**src/include/bp_settings.svh**
```systemverilog
// sizing and reset address of the fetch predictor
// shared by the buffer, queue, generator and testbench
`ifndef BP_SETTINGS_SVH
`define BP_SETTINGS_SVH

// buffer index bits, taken from pc[BP_INDEX_BITS+1:2]
// 10 bits gives 1024 entries
`define BP_INDEX_BITS 10

// fetch queue entries
// must stay a power of two, pointers wrap by overflow
`define BP_QUEUE_DEPTH 4

// first fetch address out of reset
// word aligned, no compressed instructions
`define BP_RESET_PC 32'h0000_1000

`endif

```
**src/hw/pc_gen.sv**
```systemverilog
// fetch pc generator
// follows buffer predictions, stalls on back-pressure, takes redirects
`timescale 1ns/100ps
`include "bp_settings.svh"

module pc_gen (
    input  logic        clk,
    input  logic        rst,
    input  logic [31:0] pred_pc,
    input  logic        push_ready,
    input  logic        redirect_valid,
    input  logic [31:0] redirect_pc,
    output logic [31:0] lookup_pc,
    output logic        push_valid,
    output logic [31:0] push_pc,
    output logic [31:0] push_pred
);

    // current fetch address
    logic [31:0] pc_q;
    // offer enable, dropped for one cycle after reset or redirect
    logic        valid_q;

    always_ff @(posedge clk) begin
        if (rst) begin
            pc_q    <= `BP_RESET_PC;
            valid_q <= 1'b0;
        end else if (redirect_valid) begin
            // redirect beats any push this cycle
            // queue is flushing so that push is dropped anyway
            pc_q    <= redirect_pc;
            valid_q <= 1'b0;
        end else begin
            valid_q <= 1'b1;
            // advance only on an accepted push
            if (push_valid && push_ready) begin
                pc_q <= pred_pc;
            end
        end
    end

    // buffer lookup runs on the pc being offered
    assign lookup_pc = pc_q;

    // pc and its predicted successor go into the queue together
    assign push_valid = valid_q;
    assign push_pc    = pc_q;
    assign push_pred  = pred_pc;

endmodule

```
**config.mk**
```make
export PLATFORM = sky130hd
export DESIGN_NAME = pc_gen
export DESIGN_NICKNAME = d
export VERILOG_FILES = /design/src/hw/pc_gen.sv
export VERILOG_INCLUDE_DIRS = /design/src /design/src/include
export SDC_FILE = /design/constraint.sdc
export NUM_CORES = 1
export LEC_CHECK = 0
export ABC_AREA = 1
export BUFFER_PORTS_ARGS = -buffer_cell sky130_fd_sc_hd__buf_2
export CORE_ASPECT_RATIO = 0.7
export CORE_MARGIN = 1
export CORE_UTILIZATION = 46
export CTS_BUF_LIST = sky130_fd_sc_hd__clkbuf_8
export DETAILED_ROUTE_END_ITERATION = 12
export PLACE_DENSITY = 0.93
export SYNTH_ARGS = -nofsm -noshare
export SYNTH_HDL_FRONTEND = slang
export SYNTH_SLANG_ARGS = --single-unit
```
**constraint.sdc**
```tcl
create_clock -name clk -period 2.6 [get_ports clk]
set_input_delay 0.26 -clock clk [delete_from_list [all_inputs] [get_ports clk]]
set_output_delay 0.26 -clock clk [all_outputs]
set_load 0.005 [all_outputs]
```
-- Yosys cells after proc, flatten, opt, wreduce, memory -nomap -nowiden
Index checks and enable logic that the tools add are counted.
Widths: inputs -> output; s select.
- muxes and demuxes: 3
- multiply operators: 0
- div/mod/pow operators: 0
- shifts and indexed selects: 0
- equal/unequal tests: 0
- add/sub/neg operators: 0
- $lt $le $gt $ge: 0
- reduce and logical (&&, ||, !) cells: 2
- bitwise operators: 0
- operators by type and width (operator ; count):
    $mux 32 ; 2
    $reduce_bool 2->1 ; 1
    $logic_and 1x1->1 ; 1
    $mux 1 ; 1
- latch bits: 0
- logic and storage cells: 7
- RAM bits: 0
- memories: 0
- flip-flop bits (word level): 33
- bits in read-only memories: 0
- output and inout port bits: 97
- input port bits: 68

-- Logic depth before layout (Yosys ltp)
- word-level depth: 3
- gate-level depth with buffers: 8
- gate-level depth less buffers: 5

-- Worst setup path before layout
OpenSTA, ideal clock, no wires.
- path type: reg-to-reg
- start: register valid_q, in the netlist push_valid
- end: register pc_q[18], in the netlist lookup_pc[18]
- period minus slack after synthesis: 1.013 ns
- path slack: 1.587 ns
- buffers on the path: 1
- arrival: 0.901 ns
- library setup time: 0.112 ns
- data required time: 2.488 ns
- cell stages (with the launch flop): 6
- path through: dfxtp_1 nand2_1 buf_1 nand3_1 nand2_1 nor2_1
- longest elaborated chain between the ends: 2
- ends and longest elaborated chain (what ; line ; source):
    start, declared ; pc_gen.sv:22 ; logic valid_q;
    start signal, assigned ; pc_gen.sv:27 ; valid_q <= 1'b0;
    start signal, assigned ; pc_gen.sv:32 ; valid_q <= 1'b0;
    start signal, assigned ; pc_gen.sv:34 ; valid_q <= 1'b1;
    $logic_and 1x1->1 ; pc_gen.sv:36 ; if (push_valid && push_ready) begin
    $reduce_bool 2->1 (no source line) ; - ;
    end signal, assigned ; pc_gen.sv:26 ; pc_q <= `BP_RESET_PC;
    end signal, assigned ; pc_gen.sv:31 ; pc_q <= redirect_pc;
    end signal, assigned ; pc_gen.sv:37 ; pc_q <= pred_pc;
    end, declared ; pc_gen.sv:20 ; logic [31:0] pc_q;
No other way between the ends.
A chain may end at the register's enable or synchronous reset.

-- Final worst setup path
- start: register valid_q, in the netlist push_valid
- end: register pc_q[14], in the netlist lookup_pc[14]
Same word-level chain as after synthesis.

==> flow_metrics.py <==
metrics = {
    "run_status": {
        "status": "finished clean",
    },
    "clock_network": {
        "clk_pin_slew_worst_paths_ns": 0.07,
        "cts_root_buffer": "clkbuf_8",
        "ctsHoldBuffers": 0,
        "numCtsBuffers": 5,
        "htreeDepth": 2,
        "tritoncts": "yes",
        "clk_latency_ns": 0.28,
        "ctsResizeCount": 0,
        "clock_sinks": 33,
        "clock_path_buffers": 2,
        "cts_setup_buffers": 0,
    },
    "yosys": {
        "synthTopCellsByArea": "dfxtp_1 (29%), buf_4 (21%), nand2_1 (21%)",
        "synth_largest_area_cell": "dfxtp_1",
        "synth_cell_types": 11,
        "yosys_warnings": 0,
        "synth.avg_cell_area_um2": 6.093,
        "ys_seq_elements": 33,
        "netlist.area_leader.share_pct": 28.76,
        "postSynthCellCount": 377,
        "ys_seq_area_share_pct": 28.76,
        "netlist_area_um2": 2297,
        "syn_nets": 445,
    },
    "hold_path": {
        "hold_path.class": "in2reg",
    },
    "global_routing": {
        "track_usage_pct": 19.56,
        "grt_overflow": 0,
        "grt_pass1_vias": 1826,
        "grt_pass1_wl_mm": 7.948,
        "antenna_found_initial": 0,
        "grt_max_degree": 38,
    },
    "place": {
        "numPortBuffers": 164,
        "gp_congestion": 0.6983,
        "placedCellCount": 529,
        "place_ws_ns": 1.020,
        "hpwl_mm": 3.765,
        "dpl_cell_area_um2": 2608,
    },
    "final_layout": {
        "fillerInstances": 495,
        "mostFrequentLayoutCell": "buf_2",
        "fin_nets": 535,
        "fin_area_um2": 2709,
        "drive_above_1_share_pct": 37.82,
        "utilization_pct": 56.65,
        "syn2layout_area_growth_pct": 17.92,
        "stdcell_count": 537,
        "n_antenna_cell": 0,
        "mostFrequentLayoutCells": "buf_2 (164), nand2_1 (130), nor2_1 (63), nand3_1 (33), dfxtp_1 (33)",
    },
    "floorplanning": {
        "initial_core_util_pct": 48.04,
        "die_w_um": 86.47,
        "die_h_um": 61.13,
        "ioPinCount": 165,
        "core_area_um2": 4782,
        "row_count": 21,
        "dieArea_um2": 5285,
    },
    "detailed_routing": {
        "post-route-drc-count": 0,
        "firstDrtPassIters": 4,
        "ant_nets": 0,
        "routed_wl_mm": 5.196,
        "wl_per_cell_um": 9.676,
        "drt-initial-drc-count": 121,
        "vias": 2324,
        "via_per_inst": 4.328,
    },
    "timing": {
        "relSlewSlack_pct": 36.74,
        "post-route-period-util_pct": 58.35,
        "max_freq_ghz": 0.6592,
        "slew_violations": 0,
        "fin_skew_ns": 0.004155,
        "finalSetupViolCount": 0,
        "fin_tns_setup_ns": 0,
        "whs_ns": 0.1497,
        "period_minus_slack_ns": 1.517,
        "rsz0062_at_grt": "no",
        "tightestPinTransition_ns": 0.9479,
        "setup_ws_ns": 1.083,
        "finalHoldViolations": 0,
    },
    "pwr": {
        "peakVddDrop_v": 0.0002150,
        "p_per_area_nw_per_um2": 495.6,
        "p_total_mw": 1.342,
        "p_leak_nw": 1.716,
    },
    "setup_path": {
        "max_stage_delay_ns": 0.41,
        "crit_path_cell_trace": "nand2_1, buf_4, nand2_1, inv_2, nor2_1, nor2_1",
        "crit_required_ns": 2.82,
        "cp-start-kind": "register",
        "critPathCaptureType": "register",
        "cpMaxStageDelayCell": "inv_2",
        "cp_top_family": "buffers and inverters",
        "critPathKind": "reg2reg",
        "worstPathMaxFanout": 33,
        "path_buf_inv": 2,
        "cp.arrival_ns": 1.74,
    },
    "run": {
        "drv_cap": 0,
    },
}
[cells by family (layout without fill, tap and decap cells)]
logic type / count (synthesis) / count (layout) / share of synthesized area [%]
and+or+nand+nor: 226 / 226 / 38.73
buffers and inverters: 118 / 209 / 32.52
DFF: 33 / 33 / 28.76
[per-layer routing]
layer / routed length [µm] / global-route usage (%) / vias up
li1: - / - / 1231
met1: 2220 / 21.87 / 986
met2: 2577 / 37.76 / 102
met3: 351 / 4.290 / 5
met4: 47 / 6.905 / 0
met5: 0 / 0 / -
[cell usage after synthesis, drive strengths merged]
master and n:
buf 80, clkbuf 4, dfxtp 33, inv 34, nand2 130, nand3 33, nor2 63
[final timing paths]
| path | to | depth (start not counted) | startpoint | slack, ns |
|---|---|---|---|---|
| setup / recovery | lookup_pc[14] | 6 | push_valid | 1.08 |
| hold reg to reg | lookup_pc[12] | 2 | lookup_pc[12] | 0.52 |
| hold / removal | push_valid | 2 | rst | 0.15 |
| setup reg to reg | lookup_pc[14] | 6 | push_valid | 1.08 |
[final cells by class]
| type | count | area (µm²) | share of cell area (%) |
|---|---|---|---|
| Sequential cell | 33 | 660.6 | 24.39 |
| Clock buffer | 7 | 96.34 | 3.557 |
| Inverter | 34 | 127.6 | 4.711 |
| Multi-Input combinational cell | 226 | 889.6 | 32.84 |
| Timing Repair Buffer | 167 | 843.3 | 31.13 |
| Clock inverter | 1 | 5.005 | 0.1848 |
| Tap cell | 69 | 86.33 | 3.187 |
[worst reg2reg max path, delay by kind of cell, from the launching register on]
family | cells | cell delay [ns]
simple gates | 4 | 0.41
flops | 1 | 0.32
buf+inv | 2 | 0.73
[sequential cells by signal, indices dropped and copies added (netlist names)]
register,count
lookup_pc,32
push_valid,1
[where the power goes]
part	leakage (nW)	internal, mW	switching (mW)
clock	0.0542	0.239	0.183
sequential	0.275	0.548	0.0286
combinational	1.39	0.165	0.178
(Power assumes the default switching activity.)
