**src/include/bp_settings.svh**
```systemverilog
// sizing and reset address of the fetch predictor
// shared by the buffer, queue, generator and testbench
`ifndef BP_SETTINGS_SVH
`define BP_SETTINGS_SVH

// buffer index bits, taken from pc[BP_INDEX_BITS+1:2]
// 10 bits gives 1024 entries
`define BP_INDEX_BITS 10

// fetch queue entries
// must stay a power of two, pointers wrap by overflow
`define BP_QUEUE_DEPTH 4

// first fetch address out of reset
// word aligned, no compressed instructions
`define BP_RESET_PC 32'h0000_1000

`endif

```
**src/hw/fetch_queue.sv**
```systemverilog
// circular fifo of fetched pc and predicted next pc
// valid/ready on both sides, flush empties it
`timescale 1ns/100ps
`include "bp_settings.svh"

module fetch_queue (
    input  logic        clk,
    input  logic        rst,
    input  logic        flush,
    input  logic        push_valid,
    input  logic [31:0] push_pc,
    input  logic [31:0] push_pred,
    input  logic        head_ready,
    output logic        push_ready,
    output logic        head_valid,
    output logic [31:0] head_pc,
    output logic [31:0] head_pred
);

    localparam int PTR_W = $clog2(`BP_QUEUE_DEPTH);
    localparam logic [PTR_W:0] FULL_CNT = `BP_QUEUE_DEPTH;

    // payload storage
    logic [31:0] pc_mem   [`BP_QUEUE_DEPTH];
    logic [31:0] pred_mem [`BP_QUEUE_DEPTH];

    // pointers wrap by overflow, depth is a power of two
    logic [PTR_W-1:0] wr_ptr;
    logic [PTR_W-1:0] rd_ptr;
    logic [PTR_W:0]   count;

    logic do_push;
    logic do_pop;

    assign push_ready = (count != FULL_CNT);
    assign head_valid = (count != '0);
    assign do_push    = push_valid && push_ready;
    assign do_pop     = head_valid && head_ready;

    assign head_pc   = pc_mem[rd_ptr];
    assign head_pred = pred_mem[rd_ptr];

    always_ff @(posedge clk) begin
        if (rst || flush) begin
            // flush wins over push and pop
            wr_ptr <= '0;
            rd_ptr <= '0;
            count  <= '0;
        end else begin
            if (do_push) begin
                wr_ptr <= wr_ptr + 1'b1;
            end
            if (do_pop) begin
                rd_ptr <= rd_ptr + 1'b1;
            end
            // simultaneous push and pop leaves the count alone
            case ({do_push, do_pop})
                2'b10:   count <= count + 1'b1;
                2'b01:   count <= count - 1'b1;
                default: count <= count;
            endcase
        end
    end

    always_ff @(posedge clk) begin
        if (do_push) begin
            pc_mem[wr_ptr]   <= push_pc;
            pred_mem[wr_ptr] <= push_pred;
        end
    end

endmodule

```
**config.mk**
```make
export PLATFORM = sky130hd
export DESIGN_NAME = fetch_queue
export DESIGN_NICKNAME = d
export VERILOG_FILES = /design/src/hw/fetch_queue.sv
export VERILOG_INCLUDE_DIRS = /design/src /design/src/include
export SDC_FILE = /design/constraint.sdc
export NUM_CORES = 1
export LEC_CHECK = 0
export BUFFER_PORTS_ARGS = -buffer_cell sky130_fd_sc_hd__buf_2
export CELL_PAD_IN_SITES_DETAIL_PLACEMENT = 0
export CELL_PAD_IN_SITES_GLOBAL_PLACEMENT = 1
export CORE_MARGIN = 8
export CORE_UTILIZATION = 29
export DETAILED_ROUTE_END_ITERATION = 12
export PLACE_DENSITY = 0.6
export SETUP_SLACK_MARGIN = 0.5
export SLEW_MARGIN = 20
export SYNTH_ARGS = -nofsm -noshare
export SYNTH_HDL_FRONTEND = slang
export SYNTH_SLANG_ARGS = --single-unit
```
**constraint.sdc**
```tcl
create_clock -name clk -period 3.5 [get_ports clk]
set_input_delay 0.7 -clock clk [delete_from_list [all_inputs] [get_ports clk]]
set_output_delay 0.7 -clock clk [all_outputs]
set_load 0.01 [all_outputs]
```
After elaboration in Yosys (flattened, before gate mapping)
Memories as Yosys holds them, arrays and structs flattened. A register that Yosys moved wholly into a read port is not among the register bits.
Index checks and enable logic that the tools add are counted.
- reductions and logical operators: 5
- multiplexer cells: 7
- equal/unequal tests: 3
- add/sub/neg operators: 4
- operators by type and width (operator ; number):
    2-to-1 mux 2 bit ; 4
    one-hot mux 3 bit (2 select lines) ; 1
    adder 2 x 1 -> 2 bit (second input constant) ; 2
    adder 3 x 1 -> 3 bit (second input constant) ; 1
    != test 3 bit (second input constant) ; 1
    nonzero test 3 bit ; 1
    subtractor 3 x 1 -> 3 bit (second input constant) ; 1
    equality test 2 x 1 -> 1 bit (second input constant) ; 1
    equality test 2 bit (second input constant) ; 1
    logical AND 1 bit ; 2
    2-to-1 mux 1 bit ; 2
    nonzero test 2 bit ; 1
    logical OR 1 bit ; 1
- output and inout bits: 66
- bits in writable memories: 256
- word-level logic and storage cells: 24
- register bits after elaboration: 7
- memories kept: 2
- input bits: 69
- memories (name ; depth ; bits a word ; read ports ; clocked after memory_dff ; wr ports ; line ; text):
    pc_mem ; 4 ; 32 ; 1 ; 1 ; 1 ; fetch_queue.sv:24 ; logic [31:0] pc_mem [`BP_QUEUE_DEPTH];
    pred_mem ; 4 ; 32 ; 1 ; 1 ; 1 ; fetch_queue.sv:25 ; logic [31:0] pred_mem [`BP_QUEUE_DEPTH];

Depth between registers and ports, before layout
- word-level depth: 4
- mapped depth: 9
- depth with buffers taken out: 8

Worst setup path before layout
OpenSTA, ideal clock, no wires.
- path type: register to register
- start: register count[0]
- end: memory pc_mem[0][0], enable pin
- data arrival time: 2246 ps
- cell stages (with the launch flop): 4
- clock period less this slack: 2675 ps
- required time: 3071 ps
- path buffers: 1
- setup time: 429 ps
- slack: 825 ps
- path through: dfxtp_1 or3b_1 buf_2 and3_1
- cells in the longest elaborated chain, start to end: 4
- RTL lines (element ; line ; text):
    from (decl) ; fetch_queue.sv:30 ; logic [PTR_W:0] count;
    from (signal assigned) ; fetch_queue.sv:58 ; 2'b10: count <= count + 1'b1;
    from (signal assigned) ; fetch_queue.sv:59 ; 2'b01: count <= count - 1'b1;
    from (signal assigned) ; fetch_queue.sv:60 ; default: count <= count;
    != test 3 bit ; fetch_queue.sv:35 ; assign push_ready = (count != FULL_CNT);
    named net push_ready ; fetch_queue.sv:14 ; output logic push_ready,
    logical AND 1 bit ; fetch_queue.sv:37 ; assign do_push = push_valid && push_ready;
    2-to-1 mux 1 bit ; fetch_queue.sv:66 ; if (do_push) begin
    2-to-1 mux 1 bit (not written as such) ; fetch_queue.sv:67 ; pc_mem[wr_ptr] <= push_pc;
    to (decl) ; fetch_queue.sv:24 ;
The timed path passes the listed nets, and every way through them passes these cells.

==> flow_metrics.env <==
export IMPL_count_of_tritonroute_iterations_in_the_first_routing_pass=4
export IMPL_clock_latency_ns=0.53
export IMPL_maxUsedRoutingLayer="met5"
export IMPL_fraction_of_post_synthesis_cell_area_in_the_top_cell_type_by_area_pct=78.50
export IMPL_pwr_density_cell_nw_per_um2=565.1
export IMPL_vdd_drop_max_uv=365.7
export IMPL_wirelength_microns=20170
export IMPL_global_route_overflow_total=0
export IMPL_synth_main_ff_cell="sky130_fd_sc_hd__edfxtp_1"
export IMPL_async_flop_share_pct=0
export IMPL_critical_path_max_fanout=64
export IMPL_pin_count_of_the_biggest_net_entering_global_routing=65
export IMPL_top_cells_by_area_in_the_synthesized_netlist="sky130_fd_sc_hd__edfxtp_1 (78%), sky130_fd_sc_hd__mux4_2 (14%), sky130_fd_sc_hd__dfxtp_1 (1.8%)"
export IMPL_syn_num_nets=462
export IMPL_number_of_pins_exceeding_their_max_slew_limit_in_the_final_report=0
export IMPL_synth_yosys_seq_area_share_pct=80.34
export IMPL_detail_route_wl_per_cell_microns=19.97
export IMPL_critical_path_class="register to primary output"
export IMPL_dr_wl_met3_microns=1283
export IMPL_pwr_share_clk_pct=41.7
export IMPL_critical_path_startpoint_type="register"
export IMPL_total_leakage_power_nw=3.884
export IMPL_cp_arrival_ns=2.13
export IMPL_psw_w=0.001348
export IMPL_cts_reportedPaths_clkPinSlew_ns=0.06
export IMPL_initial_core_util_pct=29.35
export IMPL_routed_via_density=4.418
export IMPL_synthDistinctLibCells=26
export IMPL_worst_pin_slew_ns=0.6483
export IMPL_detailed_route_drc_error_count=0
export IMPL_finalSetupViolations=0
export IMPL_first_global_vias=4969
export IMPL_final_critical_path_setup_slack_ns=0.6689
export IMPL_wl_met2_microns=10050
export IMPL_cts_root_buffer="sky130_fd_sc_hd__clkbuf_16"
export IMPL_synth_edff_count=256
export IMPL_preCtsSetupSlack_ns=1.060
export IMPL_total_number_of_yosys_warnings=0
export IMPL_critical_path_max_stage_delay_ns=0.65
export IMPL_clock_path_buffers=3
export IMPL_wirelength_met1_microns=8508
export IMPL_final_layout_size_suffix_gt1_share_pct=43.42
export IMPL_number_of_nets_in_the_layout=617
export IMPL_power_switching_share_pct=20.06
export IMPL_clock_skew_final_ns=0.008298
export IMPL_fmax_mhz=353.2
export IMPL_power_report_internal_total_w=0.005372
export IMPL_hold_viol=0
export IMPL_global_route_wire_length_before_repair_microns=30420
export IMPL_avgSynthCellArea_sq_um=25.31
export IMPL_vias=4462
export IMPL_tritoncts_num_sinks=265
export IMPL_setup_repair_after_global_routing_missed_its_margin="false"
export IMPL_comb_power_share_pct=4.9
export IMPL_grt_util_all_layers_pct=9.973
export IMPL_power_frac_seq_pct=53.3
export IMPL_htreeDepth=1
export IMPL_insertedDiodeCount=0
export IMPL_drt_iter0_drc=155
export IMPL_detailed_place_hpwl_microns=11510
export IMPL_hp_class="input port to register"
export IMPL_routabilityCongestion=0.6721
export IMPL_grt_antenna_before_repair=1
export IMPL_result_of_the_run="finished clean"
export IMPL_leading_cell_types_by_count_after_synthesis="sky130_fd_sc_hd__edfxtp_1 (256), sky130_fd_sc_hd__mux4_2 (60), sky130_fd_sc_hd__dfxtp_1 (9)"
export IMPL_die_height_microns=199.8
export IMPL_synthesis_instances=387
export IMPL_placement_rows=67
export IMPL_route_antenna_remaining_nets=0
export IMPL_critical_path_cell_chain="buf_16 -> mux4_1 -> buf_2"
export IMPL_mappedNetlistArea_sq_um=9793
export IMPL_core_area_sq_um=33360
export IMPL_fp_dieW_microns=199.8
export IMPL_max_slew_margin_rel_pct=56.78
export IMPL_setup_worst_path_end_class="primary output"
export IMPL_post_route_min_period_ns=2.831
export IMPL_totalNegativeSetupSlack_ns=0
export IMPL_layout_area_overhead_vs_synth_pct=21.43
export IMPL_cts_tree="yes"
export IMPL_post_synth_top_count_cell="sky130_fd_sc_hd__edfxtp_1"
export IMPL_design_die_area_sq_um=39910
export IMPL_postCtsHoldBufs=0
export IMPL_cpMaxStageDelayCell="sky130_fd_sc_hd__mux4_1"
export IMPL_boundaryPins=135
export IMPL_ys_ff_latch=265
export IMPL_cts_buffers_inserted=29
export IMPL_port_buffer_count=134
export IMPL_reported_max_cap_violation_count=0
export IMPL_yosys_area_top_type="sky130_fd_sc_hd__edfxtp_1"
export IMPL_required_ns=2.80
export IMPL_fin_crit_sh_pct=80.89
metrics by stage:
| step | instance area, sq um | cells | utilization (%) | power, W | hold slack (ns) |
|---|---|---|---|---|---|
| floorplan | 9793 | 387 | - | 0.003819 | 0.4709 |
| global placement | 10940 | 956 | 32.78 | 0.003978 | 0.4795 |
| detailed placement | 10940 | 956 | 32.78 | 0.003995 | 0.5125 |
| CTS | 11840 | 1008 | 35.48 | 0.006834 | 0.3395 |
| global route | 11890 | 1010 | 35.64 | 0.006977 | 0.3491 |
| finish | 11890 | 1010 | 35.64 | 0.006720 | 0.3831 |
path summary, 6_finish.rpt:
| check | from | end | slack (ns) | cells past startpoint |
|---|---|---|---|---|
| min | push_pc[20] | pc_mem[2][20]$_DFFE_PP_ | 0.38 | 1 |
| min reg2reg | wr_ptr[1]$_SDFFE_PP0P_ | wr_ptr[1]$_SDFFE_PP0P_ | 0.51 | 2 |
| max | register | head_pc[0] | 0.67 | 3 |
| max reg2reg | count[2]$_SDFFE_PP0P_ | count[2]$_SDFFE_PP0P_ | 1.11 | 8 |
per-layer routing:
metal  global-route usage, %  vias up
li1                        -     1960
met1                   12.43     2350
met2                   17.12      121
met3                   2.699       29
met4                   2.398        2
met5                       0        -
what timing repair did:
item,in CTS,in global routing
gates resized for setup,0,1
buffers inserted,1,0
endpoints found under the hold margin,0,0
endpoints found under the setup margin,3,1
flip-flops by register name, indices dropped and copies added, names as in the netlist, named ones only:
register  count
pc_mem      128
count         3
wr_ptr        2
rd_ptr        2
pred_mem    128
cell type report:
class	instances	area, sq um
Clock buffer	39	763.2
Clock inverter	12	108.9
Fill cell	3165	21470
Inverter	5	18.77
Multi-Input combinational cell	101	1752
Sequential cell	265	7875
Tap cell	448	560.5
Timing Repair Buffer	140	813.3
critical path: cells and delay by family (launching register included):
family / cells / cell delay, ns
DFF: 1 / 0.36
buffers and inverters: 2 / 0.58
muxes: 1 / 0.65
cell families after synthesis:
| logic type | after synthesis | synth area share, % |
|---|---|---|
| AND/OR/NAND/NOR | 20 | 1.073 |
| AO/OA/AOI/OAI | 5 | 0.3322 |
| XOR/XNOR | 4 | 0.3578 |
| adder cells (fa/ha/maj) | 6 | 0.8432 |
| buffers and inverters | 21 | 1.980 |
| multiplexers | 66 | 15.08 |
| flip-flops | 265 | 80.34 |
layout by cell type, fill, tap and decap left out, types with 3 or more instances in the layout:
cell / Yosys / layout
sky130_fd_sc_hd__edfxtp_1: 256 / 256
sky130_fd_sc_hd__buf_2: 7 / 134
sky130_fd_sc_hd__mux4_2: 60 / 60
sky130_fd_sc_hd__clkbuf_16: 0 / 29
sky130_fd_sc_hd__clkbuf_1: 1 / 10
sky130_fd_sc_hd__nor2_1: 7 / 7
sky130_fd_sc_hd__dfxtp_1: 9 / 7
sky130_fd_sc_hd__inv_1: 5 / 5
sky130_fd_sc_hd__ha_1: 5 / 5
sky130_fd_sc_hd__clkinv_1: 0 / 5
sky130_fd_sc_hd__mux4_1: 4 / 4
sky130_fd_sc_hd__and3_4: 0 / 4
sky130_fd_sc_hd__nand2_1: 4 / 4
sky130_fd_sc_hd__xor2_1: 3 / 3
sky130_fd_sc_hd__clkinv_2: 0 / 3
sky130_fd_sc_hd__buf_12: 6 / 3
sky130_fd_sc_hd__buf_16: 0 / 3
power groups by stage:
stage | registers (W) | clock network, W | logic, W
2_1_floorplan | 0.00365 | 0 | 0.000169
3_3_place_gp | 0.00365 | 0 | 0.000332
3_5_place_dp | 0.00365 | 0 | 0.000343
4_1_cts | 0.00359 | 0.00290 | 0.000344
5_1_grt | 0.00359 | 0.00303 | 0.000362
6_report | 0.00358 | 0.00280 | 0.000332
No activity file was read; power rests on OpenSTA's default activity.
