## src/include/bp_settings.svh

```systemverilog
// sizing and reset address of the fetch predictor
// shared by the buffer, queue, generator and testbench
`ifndef BP_SETTINGS_SVH
`define BP_SETTINGS_SVH

// buffer index bits, taken from pc[BP_INDEX_BITS+1:2]
// 10 bits gives 1024 entries
`define BP_INDEX_BITS 10

// fetch queue entries
// must stay a power of two, pointers wrap by overflow
`define BP_QUEUE_DEPTH 4

// first fetch address out of reset
// word aligned, no compressed instructions
`define BP_RESET_PC 32'h0000_1000

`endif

```

## src/hw/bp_pkg.sv

```systemverilog
// instruction union with B and J format views, opcodes
// and the saturating counter type of the target buffer
package bp_pkg;

    // conditional branch and jal opcodes
    localparam logic [6:0] OPC_BRANCH = 7'b110_0011;
    localparam logic [6:0] OPC_JAL    = 7'b110_1111;

    // B format, immediate scattered over both ends of the word
    typedef struct packed {
        logic       imm12;
        logic [5:0] imm10_5;
        logic [4:0] rs2;
        logic [4:0] rs1;
        logic [2:0] funct3;
        logic [3:0] imm4_1;
        logic       imm11;
        logic [6:0] opcode;
    } b_fmt_t;

    // J format used by jal
    typedef struct packed {
        logic       imm20;
        logic [9:0] imm10_1;
        logic       imm11;
        logic [7:0] imm19_12;
        logic [4:0] rd;
        logic [6:0] opcode;
    } j_fmt_t;

    // one fetched word, read both ways by the resolve stage
    // opcode sits in bits 6:0 of either view
    typedef union packed {
        b_fmt_t b;
        j_fmt_t j;
    } rv_instr_u;

    // 2-bit counter, 11 and 10 predict taken
    // 00 <-> 01 <-> 10 <-> 11
    typedef logic [1:0] ctr_t;

    // value written when an entry is allocated
    localparam ctr_t CTR_INIT = 2'b00;

endpackage

```

## src/hw/branch_resolve.sv

```systemverilog
// resolve stage, pairs queue head with its instruction word
// decodes branch and jal, trains the buffer, raises redirects
`timescale 1ns/100ps

module branch_resolve (
    input  logic              clk,
    input  logic              rst,
    input  logic              head_valid,
    input  logic [31:0]       head_pc,
    input  logic [31:0]       head_pred,
    input  logic              instr_valid,
    input  bp_pkg::rv_instr_u instr,
    input  logic              cond_taken,
    output logic              head_ready,
    output logic              upd_valid,
    output logic [31:0]       upd_pc,
    output logic              upd_is_br,
    output logic              upd_taken,
    output logic [31:0]       upd_target,
    output logic              redirect_valid,
    output logic [31:0]       redirect_pc,
    output logic              retire_valid
);

    logic        pop;
    logic        is_branch;
    logic        is_jal;
    logic        is_br;
    logic        taken;
    logic [31:0] b_imm;
    logic [31:0] j_imm;
    logic [31:0] target;
    logic [31:0] actual_pc;
    logic        mispredict;

    // memory answers for the head entry
    assign head_ready = instr_valid;

    // head during our own redirect is being flushed, not resolved
    assign pop = head_valid && instr_valid && !redirect_valid;

    // opcode is at the same bits in both views
    assign is_branch = (instr.b.opcode == bp_pkg::OPC_BRANCH);
    assign is_jal    = (instr.j.opcode == bp_pkg::OPC_JAL);
    assign is_br     = is_branch || is_jal;

    // sign-extended immediates, bit 0 always zero
    assign b_imm = {{19{instr.b.imm12}}, instr.b.imm12, instr.b.imm11,
                    instr.b.imm10_5, instr.b.imm4_1, 1'b0};
    assign j_imm = {{11{instr.j.imm20}}, instr.j.imm20, instr.j.imm19_12,
                    instr.j.imm11, instr.j.imm10_1, 1'b0};

    assign target = head_pc + (is_jal ? j_imm : b_imm);

    // jal always taken, branch condition comes from outside
    assign taken = is_jal || (is_branch && cond_taken);

    // true successor
    assign actual_pc = taken ? target : head_pc + 32'd4;

    assign mispredict = (actual_pc != head_pred);

    always_ff @(posedge clk) begin
        if (rst) begin
            upd_valid      <= 1'b0;
            redirect_valid <= 1'b0;
            retire_valid   <= 1'b0;
        end else begin
            upd_valid      <= pop;
            retire_valid   <= pop;
            // single-cycle pulse, pop is blocked while it is high
            redirect_valid <= pop && mispredict;
        end
    end

    // training record and redirect address
    always_ff @(posedge clk) begin
        upd_pc      <= head_pc;
        upd_is_br   <= is_br;
        upd_taken   <= taken;
        upd_target  <= target;
        redirect_pc <= actual_pc;
    end

endmodule

```

## config.mk

```make
export PLATFORM = sky130hd
export DESIGN_NAME = branch_resolve
export DESIGN_NICKNAME = d
export VERILOG_FILES = /design/src/include/bp_settings.svh /design/src/hw/bp_pkg.sv /design/src/hw/branch_resolve.sv
export SDC_FILE = /design/constraint.sdc
export NUM_CORES = 1
export LEC_CHECK = 0
export ABC_AREA = 1
export BUFFER_PORTS_ARGS = -buffer_cell sky130_fd_sc_hd__buf_2
export CAP_MARGIN = 20
export CORE_ASPECT_RATIO = 1.5
export CORE_MARGIN = 8
export CORE_UTILIZATION = 40
export CTS_BUF_LIST = sky130_fd_sc_hd__clkbuf_8
export CTS_CLUSTER_DIAMETER = 100
export DETAILED_ROUTE_END_ITERATION = 7
export RECOVER_POWER = 25
export SETUP_SLACK_MARGIN = 0.1
export SLEW_MARGIN = 20
export SYNTH_ARGS = -nofsm -noshare
export SYNTH_HDL_FRONTEND = slang
export SYNTH_SLANG_ARGS = --single-unit
```

## constraint.sdc

```tcl
create_clock -name clk -period 10.29 [get_ports clk]
set_input_delay 2.058 -clock clk [delete_from_list [all_inputs] [get_ports clk]]
set_output_delay 2.058 -clock clk [all_outputs]
set_load 0.1 [all_outputs]
```

Word level (Yosys, flattened, before mapping)
Index checks and enable logic that the tools add are counted.
Word-level totals
  register bits after elaboration: 100
  bits of input ports: 101
Operators by class
  $add $sub $neg: 2
  equal/unequal tests: 3
  mux-type cells: 2
  reduce and logical (&&, ||, !) cells: 7
Operator list (number)
  $add A32 B3 Y32 const B: 1
  $add A32 B32 Y32: 1
  $mux W32: 1
  $ne A32 B32 Y1: 1
  $mux W20: 1
  $eq A7 B7 Y1 const B: 2
  $logic_and A1 B1 Y1: 4
  $logic_or A1 B1 Y1: 2
  $logic_not A1 Y1: 1

Logic depth before layout (Yosys ltp)
  word-level depth: 6
  gate-level depth with buffers: 28

Worst setup path after synthesis
Ideal clock, no wire load.
  path type: input-to-reg
  start: in instr[6] in the netlist's numbering
  end: reg redirect_valid
  library setup time: 110 ps
  arrival: 4736 ps
  required time: 10180 ps
  slack: 5444 ps
  cell stages on the path: 25
  cells stage by stage: nand2_1 > nor2_4 > nand2_1 > buf_2 > clkbuf_1 > nand2_1 > o21ai_0 > inv_1 > ha_1 > nand2_1 > nor2_2 > and2_1 > nand2_2 > nand2_2 > nand2_2 > nand3_2 > nand3_1 > nand3_1 > nand2_1 > nor2_1 > nand2_1 > nor2_1 > nand3_1 > nand2_1 > inv_1
On the way
  word-level cells in the longest chain between the ends: 6
RTL lines
  from (decl): RTL line branch_resolve.sv:12  | input bp_pkg::rv_instr_u instr,
  $eq A7 B7 Y1 (on tied branches): RTL line branch_resolve.sv:44, branch_resolve.sv:43
  $mux W20 or $logic_and A1 B1 Y1 (tied branches): RTL line branch_resolve.sv:53, branch_resolve.sv:56
  $add A32 B32 Y32 or $logic_or A1 B1 Y1 (tied branches): RTL line branch_resolve.sv:53, branch_resolve.sv:56
  $mux W32 (*): RTL line branch_resolve.sv:59  | assign actual_pc = taken ? target : head_pc + 32'd4;
  $ne A32 B32 Y1 (*): RTL line branch_resolve.sv:61  | assign mispredict = (actual_pc != head_pred);
  $logic_and A1 B1 Y1 (*): RTL line branch_resolve.sv:72  | redirect_valid <= pop && mispredict;
  to (signal assigned): RTL line branch_resolve.sv:72
  to (decl): RTL line branch_resolve.sv:20  | output logic redirect_valid,
Every way passes the cells marked *; elsewhere a longest branch is shown, timed or not.
A chain may end at the register's enable or synchronous reset.

Worst setup path in the final report
  start: in instr[6] in the netlist's numbering
  end: reg redirect_valid
On the way
  word-level cells in the longest chain between the ends: 6
RTL lines
  $eq A7 B7 Y1: RTL line branch_resolve.sv:44  | assign is_jal = (instr.j.opcode == bp_pkg::OPC_JAL);
  $mux W20: RTL line branch_resolve.sv:53  | assign target = head_pc + (is_jal ? j_imm : b_imm);
  $add A32 B32 Y32: RTL line branch_resolve.sv:53
  net target[17]: RTL line branch_resolve.sv:32  | logic [31:0] target;
  $mux W32: RTL line branch_resolve.sv:59
  $ne A32 B32 Y1: RTL line branch_resolve.sv:61
  $logic_and A1 B1 Y1: RTL line branch_resolve.sv:72
The timed path passes the listed nets, and every way through them passes these cells.

==> flow_summary.json <==
{
  "status": "complete, no violations",
  "htreeDepth": 3,
  "place_congestion": 0.921,
  "synth.avg_cell_area_um2": 6.04,
  "yosys_register_bits": 98,
  "final_core_util_pct": 48.2,
  "cts_sinks": 98,
  "placed_cells": 1553,
  "nNetsFinal": 1487,
  "path_delay_family": "simple AND/OR/NAND/NOR gates",
  "holdBufCountCts": 0,
  "drv_cap": 0,
  "clock_path_buffers": 2,
  "path_cells": "buf_2 > nand2_1 > nor2_1 > nand2_1 > mux2_2 > ha_1 > fa_1 > nand3_1 > nand2_1 > nand2_1 > nand2_1 > nand2_1 > nand2_1 > xnor2_1 > inv_1 > o21ai_1 > nor2_1 > nor2_1 > nand2_1 > nor2_1 > nand3_1 > nand2_1 > inv_1",
  "final_cells": 1569,
  "hold-path-endpoint": "retire_valid",
  "worst_setup_path_start_kind": "primary input",
  "rr_worst_depth": 3,
  "num_rows": 59,
  "crit_path_end_kind": "flop",
  "grt_pass1_wl_um": 38800,
  "core-area_um2": 17200,
  "dieArea_um2": 22000,
  "yosysUniqueCellTypes": 42,
  "syn2layout_area_growth_pct": 19.1,
  "grt_overflow_total": 0,
  "ys_warn_count": 0,
  "track_usage_pct": 23.6,
  "leakagePower_nw": 4.80,
  "slowest_stage": "nand2_1",
  "synth_seq_area_share_pct": 28.2,
  "crit_path_frequent_cell": "nand2_1",
  "worstReg2RegEnd": "redirect_valid",
  "antenna_found_initial": 2,
  "clkLatencyLatePin_ps": 400,
  "worstPathArrival_ps": 5870,
  "period_share_pct": 54.1,
  "ant_nets": 0,
  "numCtsBuffers": 9,
  "setup_viol": 0,
  "min_path_cells": 1,
  "wirelength_um": 25900,
  "final_cell_area_um2": 8300,
  "hp-class": "flop to flop",
  "portBuffers": 202,
  "die_w_um": 124,
  "grt_pass1_vias": 7265,
  "drv_slew": 0,
  "p_per_area_nw_per_um2": 157,
  "tns_ps": 0,
  "required_ps": 10600,
  "antenna_cells": 0,
  "finClkSkew_ps": 9.59,
  "finalHoldViolations": 0,
  "max_slew_margin_pct": 20.2,
  "netlist_area_um2": 6970,
  "cts_setup_buffers": 0,
  "placed_area_um2": 8130,
  "timing.fmax_mhz": 180,
  "path_buf_inv": 3,
  "wl_per_cell_um": 16.5,
  "netlist_instances": 1153,
  "critPathMaxStageDelay_ps": 560,
  "die_y_um": 178,
  "hpwlAfterDp_um": 22100,
  "cts-resized-gates": 0,
  "drtIter0Drc": 444,
  "fill_cells": 1925,
  "via_count": 7547,
  "drt-pass1-iter-count": 5,
  "initial_core_util_pct": 40.5,
  "cts_tree": "built",
  "crit_type": "primary input to flop",
  "tightest_slew_ps": 1200,
  "post-route-drc-count": 0,
  "hold_start": "redirect_valid",
  "clk_pin_slew_worst_paths_ps": 110,
  "crit_fanout": 22,
  "timing.rr.start": "redirect_valid",
  "rsz0062_at_grt": "no",
  "grt_max_degree": 48,
  "vdd_ir_drop_max_mv": 0.105,
  "vias_per_cell": 4.81,
  "layout-drive-gt1-share_pct": 16.2,
  "fin_crit_ps": 5560,
  "syn_nets": 1289,
  "root_buffer": "clkbuf_8",
  "ff2ff_setup_slack_ps": 9450,
  "ios": 203
}
area by class of cell:
type	instances	area [µm²]	share of cell area (%)
multi-input combinational	831	4100	49.4
sequential	98	1960	23.7
timing repair buffer	202	951	11.5
inverter	209	785	9.46
tap	213	267	3.21
clock buffer	9	124	1.49
clock inverter	7	108	1.30
flip-flops by register name, indices dropped and copies added (netlist names):
register,cells
upd_target,31
retire_valid,1
upd_pc,31
redirect_pc,32
upd_taken,1
redirect_valid,1
upd_is_br,1
per-stage QoR:
step / setup WS [ps] / hold WS (ps) / total power, mW
final: 4730 / 483 / 1.30
after CTS: 4840 / 495 / 1.32
after floorplan: 5440 / 1010 / 0.886
after detailed placement: 4420 / 497 / 1.02
after global placement: 4430 / 504 / 1.02
after global routing: 4440 / 499 / 1.37
placed cells by master (no fill, tap or decap), types with 4 or more instances in the layout:
cell type and instances:
dfxtp_1 98, buf_2 154, nor2_1 81, nand3_1 126
and2_1 10, nor2_2 9, clkbuf_1 48, ha_1 34
xor2_1 13, a21oi_1 16, inv_1 203, inv_2 6
mux2_2 5, o21ai_0 12, nor3_2 5, nand2_2 12
clkbuf_8 9, nand3_2 4, nand2_1 440, nand3b_1 15
nor3_1 10, nand4_1 12, xnor2_1 7
cells by family (layout without fill, tap and decap cells):
logic type	count (synthesis)	after routing	synth area share, %
AOI/OAI and AO/OA	36	36	2.78
and+or+nand+nor	734	734	46.2
buffers and inverters	224	427	12.9
muxes	5	5	0.808
xor gates and xnor gates	21	21	2.75
adders and majority gates	35	35	6.39
DFF	98	98	28.2
metal layers:
metal / vias to the layer above / wire length, µm / track usage, % / part of all wire, %
met2: 255 / 13400 / 43.7 / 52
met3: 49 / 1870 / 5.70 / 7.2
li1: 3940 / - / - / -
met4: 4 / 1240 / 12.9 / 4.8
met1: 3299 / 9420 / 23.3 / 36
met5: - / 22 / 0 / 0.085
cell usage after synthesis:
cell type | number | share of area, %
nand2_1 | 440 | 24
inv_1 | 203 | 11
nand3_1 | 126 | 9.1
dfxtp_1 | 98 | 28
nor2_1 | 80 | 4.3
ha_1 | 34 | 6.1
a21oi_1 | 16 | 1.1
nand3b_1 | 15 | 1.6
xor2_1 | 13 | 1.6
nand2_2 | 12 | 1.1
nand4_1 | 12 | 1.1
o21ai_0 | 12 | 0.86
and2_1 | 10 | 0.90
nor3_1 | 10 | 0.72
nor2_2 | 9 | 0.81
xnor2_1 | 7 | 0.88
buf_4 | 6 | 0.65
inv_2 | 6 | 0.32
buf_2 | 5 | 0.36
mux2_2 | 5 | 0.81
nor3_2 | 5 | 0.72
nand3_2 | 4 | 0.57
o21ai_1 | 3 | 0.22
a21oi_2 | 2 | 0.25
and3_1 | 2 | 0.18
clkbuf_1 | 2 | 0.11
a21boi_0 | 1 | 0.11
a31oi_1 | 1 | 0.090
buf_12 | 1 | 0.29
buf_8 | 1 | 0.22
fa_1 | 1 | 0.29
nand2_4 | 1 | 0.16
nand4_2 | 1 | 0.18
nand4_4 | 1 | 0.31
nor2_4 | 1 | 0.16
nor3_4 | 1 | 0.23
nor3b_2 | 1 | 0.18
nor4_1 | 1 | 0.090
o21bai_1 | 1 | 0.11
or2_0 | 1 | 0.090
or2_2 | 1 | 0.090
xor2_2 | 1 | 0.23
power by group:
part | internal, mW | switching (mW)
Clock | 0.142 | 0.155
Combinational | 0.108 | 0.471
Sequential | 0.417 | 0.00899
how the worst max path moves through the flow:
stage / start / to / cells past startpoint
floorplan: instr[6] / redirect_valid / 25
global placement: instr[6] / redirect_valid / 23
detailed placement: instr[6] / redirect_valid / 23
CTS: instr[6] / redirect_valid / 23
global route: instr[6] / redirect_valid / 26
finish: instr[6] / redirect_valid / 23
worst register-to-register path: stages (launching register included):
cell     delay [ps]
dfxtp_1         330
nor3_1          320
nand2_1          90
inv_1            50
Note: power is estimated with default switching activity, not from simulation.
